--- config.mk ---
export PLATFORM = sky130hd
export DESIGN_NAME = oki6295
export DESIGN_NICKNAME = d
export VERILOG_FILES = /design/src/okiPkg.sv /design/src/cmdIf.sv /design/src/nibbleIf.sv /design/src/cmdDecoder.sv /design/src/voiceSequencer.sv /design/src/adpcmDecoder.sv /design/src/outputMixer.sv /design/src/oki6295.sv
export SDC_FILE = /design/constraint.sdc
export NUM_CORES = 2
export LEC_CHECK = 0
export BUFFER_PORTS_ARGS = -buffer_cell sky130_fd_sc_hd__buf_2
export CAP_MARGIN = 10
export CORE_ASPECT_RATIO = 0.5
export CORE_MARGIN = 10
export CORE_UTILIZATION = 40
export CTS_BUF_LIST = sky130_fd_sc_hd__clkbuf_4
export CTS_CLUSTER_DIAMETER = 120
export DETAILED_ROUTE_END_ITERATION = 10
export PLACE_DENSITY = 0.61
export REMOVE_ABC_BUFFERS = 1
export SETUP_SLACK_MARGIN = 0.3
export SYNTH_ARGS = -nofsm -noshare
export SYNTH_HDL_FRONTEND = slang
export SYNTH_SLANG_ARGS = --single-unit
--- constraint.sdc ---
create_clock -name CLK -period 13.3 [get_ports CLK]
set_clock_uncertainty 0.05 [all_clocks]
set_input_delay 2.66 -clock CLK [delete_from_list [all_inputs] [get_ports CLK]]
set_output_delay 2.66 -clock CLK [all_outputs]
set_load 0.02 [all_outputs]
--- src/okiPkg.sv ---
// ============================================================
// OKI ADPCM sound generator shared definitions
// widths, state enums and the decoder constant tables
// ============================================================

package okiPkg;

	localparam int NUM_VOICES = 4;

	typedef logic [1:0]          voiceId_t;
	typedef logic [17:0]         romAddr_t;
	typedef logic [7:0]          romByte_t;
	typedef logic [3:0]          nibble_t;   // bit 3 sign, 2..0 magnitude
	typedef logic [6:0]          phrase_t;
	typedef logic [3:0]          atten_t;
	typedef logic signed [11:0]  signal_t;
	typedef logic [5:0]          stepIdx_t;
	typedef logic signed [17:0]  sample_t;
	typedef logic signed [19:0]  mix_t;

	// phrase table entry is 3 bytes start, 3 bytes end, 2 spare
	localparam int HDR_BYTES = 8;
	localparam romAddr_t DATA_START = 18'h400;

	localparam int SIG_MAX = 2047;
	localparam int SIG_MIN = -2048;
	localparam int STEP_MAX = 48;

	// sample period is reload value plus one
	localparam logic [9:0] RATE_SLOW = 10'd492;
	localparam logic [9:0] RATE_FAST = 10'd393;

	// standard OKI step sizes
	localparam logic [10:0] STEP_SIZE [0:48] = '{
		16, 17, 19, 21, 23, 25, 28, 31, 34, 37,
		41, 45, 50, 55, 60, 66, 73, 80, 88, 97,
		107, 118, 130, 143, 157, 173, 190, 209, 230, 253,
		279, 307, 337, 371, 408, 449, 494, 544, 598, 658,
		724, 796, 876, 963, 1060, 1166, 1282, 1411, 1552
	};

	// index change per magnitude
	localparam logic signed [4:0] STEP_ADJUST [0:7] = '{
		-5'sd1, -5'sd1, -5'sd1, -5'sd1, 5'sd2, 5'sd4, 5'sd6, 5'sd8
	};

	// roughly 3 dB per attenuation code, silent from 9 up
	localparam logic [5:0] VOLUME [0:15] = '{
		32, 22, 16, 11, 8, 6, 4, 3, 2, 0, 0, 0, 0, 0, 0, 0
	};

	typedef enum logic {
		CMD_FIRST,
		CMD_SECOND
	} cmdState_t;

	typedef enum logic [2:0] {
		SEQ_WAIT,
		SEQ_SLOT,
		SEQ_HDR,
		SEQ_ADDR,
		SEQ_READ,
		SEQ_NEXT
	} seqState_t;

endpackage

--- src/cmdIf.sv ---
// ============================================================
// decoded voice commands, command decoder to sequencer
// ============================================================

`timescale 1ns/1ps

interface cmdIf import okiPkg::*; ();

	logic                  startValid;   // single cycle
	voiceId_t              startVoice;
	phrase_t               startPhrase;
	atten_t                startAtten;
	logic [NUM_VOICES-1:0] stopMask;     // single cycle, one bit per voice

	modport source (output startValid, startVoice, startPhrase, startAtten, stopMask);
	modport sink (input startValid, startVoice, startPhrase, startAtten, stopMask);

endinterface

--- src/nibbleIf.sv ---
// ============================================================
// one ADPCM nibble per voice slot, sequencer to decoder
// ============================================================

`timescale 1ns/1ps

interface nibbleIf import okiPkg::*; ();

	logic     valid;
	voiceId_t voice;
	nibble_t  nibble;
	logic     restart;   // first nibble of a phrase

	modport source (output valid, voice, nibble, restart);
	modport sink (input valid, voice, nibble, restart);

endinterface

--- src/cmdDecoder.sv ---
// ============================================================
// CPU command port
// catches write strobe edges and decodes the one-byte stop
// and two-byte start commands
// ============================================================

`timescale 1ns/1ps

module cmdDecoder import okiPkg::*; (
	input  logic     CLK,
	input  logic     RESET_N,
	input  logic     chipSelN,
	input  logic     writeN,
	input  romByte_t dataIn,
	cmdIf.source     cmd
);

	logic      wrPrev;
	logic      csPrev;
	romByte_t  dataPrev;
	logic      wrEdge;
	cmdState_t state;
	phrase_t   phrase;

	// write acts once, on the rising edge of writeN
	assign wrEdge = writeN && !wrPrev && !csPrev;

	always_ff @(posedge CLK or negedge RESET_N) begin
		if (!RESET_N) begin
			wrPrev   <= 1'b1;
			csPrev   <= 1'b1;
			dataPrev <= '0;
			state    <= CMD_FIRST;
		end else begin
			wrPrev   <= writeN;
			csPrev   <= chipSelN;
			dataPrev <= dataIn;
			if (wrEdge) begin
				if (state == CMD_FIRST) begin
					if (dataPrev[7])
						state <= CMD_SECOND;   // phrase byte, wait for voice byte
				end else begin
					state <= CMD_FIRST;
				end
			end
		end
	end

	always_ff @(posedge CLK) begin
		if (wrEdge && state == CMD_FIRST && dataPrev[7])
			phrase <= dataPrev[6:0];
	end

	always_comb begin
		cmd.startValid  = wrEdge && (state == CMD_SECOND) && (|dataPrev[7:4]);
		cmd.startPhrase = phrase;
		cmd.startAtten  = dataPrev[3:0];
		// only one channel per command, lowest wins
		if (dataPrev[4])
			cmd.startVoice = 2'd0;
		else if (dataPrev[5])
			cmd.startVoice = 2'd1;
		else if (dataPrev[6])
			cmd.startVoice = 2'd2;
		else
			cmd.startVoice = 2'd3;
		if (wrEdge && state == CMD_FIRST && !dataPrev[7])
			cmd.stopMask = dataPrev[6:3];
		else
			cmd.stopMask = '0;
	end

endmodule

--- src/voiceSequencer.sv ---
// ============================================================
// voice sequencer
// holds the gates, fetches phrase headers and reads one
// nibble per gated voice in each sample round
// ============================================================

`timescale 1ns/1ps

module voiceSequencer import okiPkg::*; (
	input  logic                  CLK,
	input  logic                  RESET_N,
	cmdIf.sink                    cmd,
	input  logic                  sampleTick,
	output romAddr_t              romAddr,
	input  romByte_t              romData,
	nibbleIf.source               nib,
	output logic [NUM_VOICES-1:0] gates,
	output atten_t                atten [NUM_VOICES]
);

	seqState_t             state;
	voiceId_t              slot;
	logic [2:0]            hdrCnt;
	logic [NUM_VOICES-1:0] gate;
	logic [NUM_VOICES-1:0] pending;   // started, waiting for the next round
	logic [NUM_VOICES-1:0] fetch;     // admitted, header not read yet
	phrase_t               phrase [NUM_VOICES];
	romAddr_t              startAddr [NUM_VOICES];
	romAddr_t              endAddr [NUM_VOICES];
	logic [18:0]           nibIdx [NUM_VOICES];   // byte address plus nibble select
	romAddr_t              byteAddr;
	romAddr_t              hdrBase;
	logic                  slotLive;
	logic                  inRange;

	assign gates    = gate;
	assign slotLive = gate[slot] && !pending[slot];
	assign hdrBase  = romAddr_t'(phrase[slot] * HDR_BYTES);
	assign byteAddr = nibIdx[slot][18:1];
	assign inRange  = (byteAddr >= DATA_START) && (byteAddr >= startAddr[slot])
		&& (byteAddr <= endAddr[slot]);

	always_ff @(posedge CLK or negedge RESET_N) begin
		if (!RESET_N) begin
			state       <= SEQ_WAIT;
			slot        <= '0;
			hdrCnt      <= '0;
			romAddr     <= '0;
			gate        <= '0;
			pending     <= '0;
			fetch       <= '0;
			nib.valid   <= 1'b0;
			nib.voice   <= '0;
			nib.nibble  <= '0;
			nib.restart <= 1'b0;
			for (int v = 0; v < NUM_VOICES; v++)
				nibIdx[v] <= '0;
		end else begin
			nib.valid <= 1'b0;
			case (state)
				SEQ_WAIT: begin
					if (sampleTick) begin
						fetch   <= fetch | pending;   // admit started voices
						pending <= '0;
						slot    <= '0;
						state   <= SEQ_SLOT;
					end
				end
				SEQ_SLOT: begin
					if (!slotLive) begin
						state <= SEQ_NEXT;
					end else if (fetch[slot]) begin
						romAddr <= hdrBase;
						hdrCnt  <= '0;
						state   <= SEQ_HDR;
					end else begin
						romAddr <= byteAddr;
						state   <= SEQ_ADDR;
					end
				end
				SEQ_HDR: begin
					// one address per cycle, data trails by one
					romAddr <= romAddr + 1'b1;
					hdrCnt  <= hdrCnt + 1'b1;
					if (hdrCnt == 3'd6) begin
						romAddr      <= startAddr[slot];
						nibIdx[slot] <= {startAddr[slot], 1'b0};
						fetch[slot]  <= 1'b0;
						state        <= SEQ_ADDR;
					end
				end
				SEQ_ADDR: state <= SEQ_READ;   // ROM latency
				SEQ_READ: begin
					if (slotLive) begin
						if (inRange) begin
							nib.valid    <= 1'b1;
							nib.voice    <= slot;
							nib.nibble   <= nibIdx[slot][0] ? romData[3:0] : romData[7:4];
							nib.restart  <= (nibIdx[slot] == {startAddr[slot], 1'b0});
							nibIdx[slot] <= nibIdx[slot] + 1'b1;
						end else begin
							gate[slot] <= 1'b0;   // phrase finished
						end
					end
					state <= SEQ_NEXT;
				end
				SEQ_NEXT: begin
					if (slot == voiceId_t'(NUM_VOICES - 1)) begin
						state <= SEQ_WAIT;
					end else begin
						slot  <= slot + 1'b1;
						state <= SEQ_SLOT;
					end
				end
				default: state <= SEQ_WAIT;
			endcase

			// CPU commands override the round
			for (int v = 0; v < NUM_VOICES; v++) begin
				if (cmd.stopMask[v]) begin
					gate[v]    <= 1'b0;
					pending[v] <= 1'b0;
				end
			end
			if (cmd.startValid) begin
				gate[cmd.startVoice]    <= 1'b1;
				pending[cmd.startVoice] <= 1'b1;
			end
		end
	end

	always_ff @(posedge CLK) begin
		if (state == SEQ_HDR) begin
			case (hdrCnt)
				3'd1: startAddr[slot][17:16] <= romData[1:0];
				3'd2: startAddr[slot][15:8]  <= romData;
				3'd3: startAddr[slot][7:0]   <= romData;
				3'd4: endAddr[slot][17:16]   <= romData[1:0];
				3'd5: endAddr[slot][15:8]    <= romData;
				3'd6: endAddr[slot][7:0]     <= romData;
				default: ;
			endcase
		end
		if (cmd.startValid) begin
			phrase[cmd.startVoice] <= cmd.startPhrase;
			atten[cmd.startVoice]  <= cmd.startAtten;
		end
	end

endmodule

--- src/adpcmDecoder.sv ---
// ============================================================
// ADPCM decoder
// per-voice signal and step index, clamped on every nibble
// ============================================================

`timescale 1ns/1ps

module adpcmDecoder import okiPkg::*; (
	input  logic    CLK,
	input  logic    RESET_N,
	nibbleIf.sink   nib,
	output signal_t signals [NUM_VOICES]
);

	stepIdx_t          stepIdx [NUM_VOICES];
	signal_t           curSig;
	stepIdx_t          curIdx;
	logic [10:0]       step;
	logic [11:0]       diff;
	logic signed [13:0] rawSig;
	logic signed [7:0] rawIdx;
	signal_t           nextSig;
	stepIdx_t          nextIdx;

	always_comb begin
		curSig = nib.restart ? signal_t'(0) : signals[nib.voice];
		curIdx = nib.restart ? stepIdx_t'(0) : stepIdx[nib.voice];
		step   = STEP_SIZE[curIdx];

		// step/8 + step/4 + step/2 + step, each floored
		diff = {1'b0, step >> 3};
		if (nib.nibble[0])
			diff = diff + (step >> 2);
		if (nib.nibble[1])
			diff = diff + (step >> 1);
		if (nib.nibble[2])
			diff = diff + step;

		if (nib.nibble[3])
			rawSig = $signed({{2{curSig[11]}}, curSig}) - $signed({2'b00, diff});
		else
			rawSig = $signed({{2{curSig[11]}}, curSig}) + $signed({2'b00, diff});

		if (rawSig > SIG_MAX)
			nextSig = signal_t'(SIG_MAX);
		else if (rawSig < SIG_MIN)
			nextSig = signal_t'(SIG_MIN);
		else
			nextSig = rawSig[11:0];

		rawIdx = $signed({2'b00, curIdx}) + STEP_ADJUST[nib.nibble[2:0]];
		if (rawIdx < 0)
			nextIdx = '0;
		else if (rawIdx > STEP_MAX)
			nextIdx = stepIdx_t'(STEP_MAX);
		else
			nextIdx = rawIdx[5:0];
	end

	always_ff @(posedge CLK or negedge RESET_N) begin
		if (!RESET_N) begin
			for (int v = 0; v < NUM_VOICES; v++) begin
				signals[v] <= '0;
				stepIdx[v] <= '0;
			end
		end else if (nib.valid) begin
			signals[nib.voice] <= nextSig;
			stepIdx[nib.voice] <= nextIdx;
		end
	end

endmodule

--- src/outputMixer.sv ---
// ============================================================
// output mixer
// sample rate timer, per-voice volume and the four voice sum
// ============================================================

`timescale 1ns/1ps

module outputMixer import okiPkg::*; (
	input  logic                  CLK,
	input  logic                  RESET_N,
	input  logic                  ss,
	input  logic [NUM_VOICES-1:0] gates,
	input  atten_t                atten [NUM_VOICES],
	input  signal_t               signals [NUM_VOICES],
	output logic                  sampleTick,
	output mix_t                  soundOut,
	output logic                  sampleStrobe
);

	logic [9:0] rateCount;
	mix_t       mixSum;

	assign sampleTick = (rateCount == '0);

	always_comb begin
		logic signed [6:0] volume;
		sample_t           product;

		mixSum = '0;
		for (int v = 0; v < NUM_VOICES; v++) begin
			volume  = $signed({1'b0, VOLUME[atten[v]]});
			product = signals[v] * volume;
			if (gates[v])
				mixSum = mixSum + product;   // silent voices add nothing
		end
	end

	always_ff @(posedge CLK or negedge RESET_N) begin
		if (!RESET_N) begin
			rateCount    <= RATE_SLOW;
			soundOut     <= '0;
			sampleStrobe <= 1'b0;
		end else begin
			sampleStrobe <= sampleTick;
			if (sampleTick) begin
				rateCount <= ss ? RATE_FAST : RATE_SLOW;
				soundOut  <= mixSum;
			end else begin
				rateCount <= rateCount - 1'b1;
			end
		end
	end

endmodule

--- src/oki6295.sv ---
// ============================================================
// four voice OKI ADPCM sound generator, top level
// command decode, sequencing, decode and mix
// ============================================================

`timescale 1ns/1ps

module oki6295 import okiPkg::*; (
	input  logic                  CLK,
	input  logic                  RESET_N,
	input  logic                  chipSelN,
	input  logic                  writeN,
	input  romByte_t              dataIn,
	input  logic                  ss,          // sample rate select
	output romAddr_t              romAddr,
	input  romByte_t              romData,
	output mix_t                  soundOut,
	output logic                  sampleStrobe,
	output logic [NUM_VOICES-1:0] gateStatus
);

	cmdIf    cmdBus ();
	nibbleIf nibBus ();

	logic [NUM_VOICES-1:0] gates;
	atten_t                atten [NUM_VOICES];
	signal_t               signals [NUM_VOICES];
	logic                  sampleTick;

	assign gateStatus = gates;

	cmdDecoder uCmd (
		.CLK      (CLK),
		.RESET_N  (RESET_N),
		.chipSelN (chipSelN),
		.writeN   (writeN),
		.dataIn   (dataIn),
		.cmd      (cmdBus.source)
	);

	voiceSequencer uSeq (
		.CLK        (CLK),
		.RESET_N    (RESET_N),
		.cmd        (cmdBus.sink),
		.sampleTick (sampleTick),
		.romAddr    (romAddr),
		.romData    (romData),
		.nib        (nibBus.source),
		.gates      (gates),
		.atten      (atten)
	);

	adpcmDecoder uDec (
		.CLK     (CLK),
		.RESET_N (RESET_N),
		.nib     (nibBus.sink),
		.signals (signals)
	);

	outputMixer uMix (
		.CLK          (CLK),
		.RESET_N      (RESET_N),
		.ss           (ss),
		.gates        (gates),
		.atten        (atten),
		.signals      (signals),
		.sampleTick   (sampleTick),
		.soundOut     (soundOut),
		.sampleStrobe (sampleStrobe)
	);

endmodule

==> results.md <==
* Grt total ovfl at 0
* Final count of pins violating max slew at 0
* Most common cell after layout, fill and taps aside: nand2_1
* Setup WS pre-CTS at 1.81 ns
* Slew HR at 0.191
* Drt initial violations at 2,146
* Sink Count at 431
* Hold Crit Class: register to register
* Synth top area share at 0.159
* Finish-stage setup viols at 0
* Root Driver: clkbuf_4
* Vias in the first global route at 27,267
* Antenna-violating nets left at 0
* Max Cap Viol at 0
* Row Count at 78
* Area grow syn2layout at 8.26%
* Gpl congestion at 0.877
* P_int at 2.00 mW
* Yosys warns at 0
* Crit path top cell by count: o21ai_0
* Hold buffer count at cts at 0
* Critical setup path kind: register to register
* Clk Latency, worst-skew pair at 1.07 ns
* Outcome: finished, final reports clean
* Placed standard-cell area at 38,500 um2
* PwrDens at 67.4 nW/um2
* Wire length per cell at 19.2 um
* Core box area at 91,000 um2
* Library cells used by synthesis at 104
* Flop pwr share at 0.526
* Drt via density at 5.39
* Synth top area cells: edfxtp_1 16%, dfrtp_1 15%, fa_1 11%, ha_1 11%, mux4_2 4.8%
* Io pins at 64
* Final core occ at 0.438
* Die ar. at 105,000 um2
* CTS tree: done
* Syn_area_per_cell at 10.1 um2
* Worst path max stage delay at 1.01 ns
* DRT Pass-1 Iters at 5
* Primary FF master, synth: dfrtp_1
* RSZ-0062 raised after global routing: false
* Layout cells sized above 1 at 0.141
* Buffers on Ports at 63
* CP endpoint kind: register
* H-tree levels at 3
* Ys async rst share at 0.548
* Leakage power at 18.7 nW
* Inserted Clock Buffers at 103
* WL final at 97.3 mm
* WP data required at 14.13 ns
* Clock transition at the registers of the reported paths at 0.07 ns
* Post-synth EDFFs at 195
* Post-route cell area at 39,900 um2
* Final hold vios at 0
* DP HPWL at 73.6 mm
* Chip Width at 449 um
* Overall Power at 2.69 mW
* Finished Layout Cells at 5,065
* Max Clock Freq at 0.0860 GHz
* Crit-path slowest cell: nor3b_4
* Post-CTS resize count at 0
* Placed insts at 4,871
* Critical path arrival at 12.46 ns
* Max Fanout on Critical Path at 17
* Final hold slack at 0.382 ns
* Worst setup margin at 1.67 ns
* Via count at 27,276
* Sw Pwr at 687 uW
* Gate power share at 0.041
* Synth area leader: edfxtp_1
* Most frequent cells in the layout: 360 x nand2_1, 350 x inv_1, 315 x ha_1, 230 x and2_1, 226 x dfrtp_1
* Fillers at 8,707
* Slew @ Worst Pin at 1.21 ns
* Post-CTS Setup Repair Bufs at 0
* Nets at 4,277
* Largest net degree at the start of global routing at 102
* Synth Instances at 3,658
* Sw Share at 0.256
* Sequential area share after synthesis at 0.320
* Synth Register Bits at 431
* Initial core utilization at 0.405
* IR drop worst, VDD at 0.0746 mV
* Clock power frac at 0.433
* CTS Buffer Depth at 3
* Post-layout min period at 11.63 ns
* Cell area after synthesis at 36,800 um2
* Global-route wire length before repair at 155 mm
* Total track usage at 0.183
* Post-route DRC at 0
* Fin crit share at 0.874
* Final setup TNS at 0 ns
* Initial antenna violation count at 4
* CP startpoint kind: register
* Chip height at 235 um
synth_stat cells (16+ instances only):
| cell type | count |
|---|---|
| or3_1 | 22 |
| xor2_1 | 54 |
| o21a_1 | 28 |
| ha_1 | 315 |
| and2_1 | 230 |
| nor3_1 | 59 |
| a21o_1 | 47 |
| nor2_1 | 194 |
| edfxtp_1 | 195 |
| inv_1 | 350 |
| a31oi_1 | 21 |
| nor2b_1 | 41 |
| buf_1 | 19 |
| clkbuf_1 | 83 |
| nand3_1 | 53 |
| mux2i_1 | 42 |
| a21oi_1 | 151 |
| fa_1 | 204 |
| a211oi_1 | 27 |
| dfrtp_1 | 228 |
| nand2b_1 | 23 |
| nand3b_1 | 16 |
| a21boi_0 | 19 |
| xnor2_1 | 118 |
| and3_1 | 39 |
| mux4_2 | 79 |
| o21ai_1 | 45 |
| nor3b_1 | 20 |
| mux2_2 | 121 |
| o21ai_0 | 204 |
| nand2_1 | 360 |
cells by family (layout without fill, tap and decap cells):
family / after synthesis / count (layout) / synth area share
and+or+nand+nor: 1116 / 1116 / 0.151
AOI/OAI and AO/OA: 696 / 696 / 0.122
adders and majority gates: 519 / 519 / 0.218
buffers and inverters: 479 / 640 / 0.0505
DFF: 431 / 431 / 0.320
muxes: 244 / 244 / 0.0973
xor gates and xnor gates: 173 / 173 / 0.0415
other: 0 / 6 / 0
registers in the layout, indices dropped and copies added (netlist names), 7 cells and up:
signal and cells:
uSeq.nibIdx 76, uSeq.endAddr 72, uSeq.startAddr 72, uDec.signals 48, uSeq.phrase 28, uDec.stepIdx 24, uMix.soundOut 20, uSeq.romAddr 18
uSeq.atten 16, uMix.rateCount 10, uCmd.dataPrev 8, uCmd.cmd.startPhrase 7
power groups by stage:
stage | logic (mW) | clock network [mW] | registers [mW]
4_1_cts | 0.112 | 1.20 | 1.41
3_5_place_dp | 0.112 | 0 | 1.44
2_1_floorplan | 0.0434 | 0 | 1.45
5_1_grt | 0.122 | 1.27 | 1.41
3_3_place_gp | 0.110 | 0 | 1.44
6_report | 0.110 | 1.16 | 1.41
metal layers:
metal	wire, um	vias up	GRT usage
met4	1560	2	0.0401
met5	12	-	0
li1	-	13029	-
met1	47400	13448	0.261
met2	42800	682	0.288
met3	5500	115	0.0341
final cells by class:
cell class              instances  area (um2)  area share
diodes                          6        15.0    0.000377
clock buffers                 148        1110      0.0279
clock inverters                39         274     0.00687
inverters                     357        1340      0.0336
multi-input cells            2748       23200       0.583
flip-flops and latches        431       11800       0.295
well taps                    1240        1550      0.0389
repair buffers                 96         573      0.0144
path summary, 6_finish.rpt:
kind | startpoint | slack, ns | to | depth (start not counted)
max in group asynchronous | RESET_N | 9.11 | uSeq.slot[0]$_DFFE_PN0P_ | 3
setup / recovery | uSeq.nib.voice[0]$_DFFE_PN0P_ | 1.67 | uDec.signals[36]$_DFFE_PN0P_ | 40
hold reg to reg | uCmd.cmd.startPhrase[4]$_DFFE_PP_ | 0.38 | uSeq.phrase[0][4]$_DFFE_PP_ | 0
min in group asynchronous | RESET_N | 1.56 | uMix.soundOut[19]$_DFFE_PN0P_ | 1
hold / removal | uCmd.cmd.startPhrase[4]$_DFFE_PP_ | 0.38 | uSeq.phrase[0][4]$_DFFE_PP_ | 0
setup reg to reg | uSeq.nib.voice[0]$_DFFE_PN0P_ | 1.67 | uDec.signals[36]$_DFFE_PN0P_ | 40
worst max-delay path: cells and delay by family, from the launching register on:
| kind | cells | cell delay [ns] |
|---|---|---|
| multiplexers | 4 | 1.50 |
| adder cells (fa/ha/maj) | 5 | 1.60 |
| AO/OA/AOI/OAI | 18 | 4.06 |
| flip-flops | 1 | 0.82 |
| buffers and inverters | 1 | 0.16 |
| AND/OR/NAND/NOR | 9 | 2.80 |
| XOR/XNOR | 3 | 0.45 |
Power figures use the tool's default switching activity.
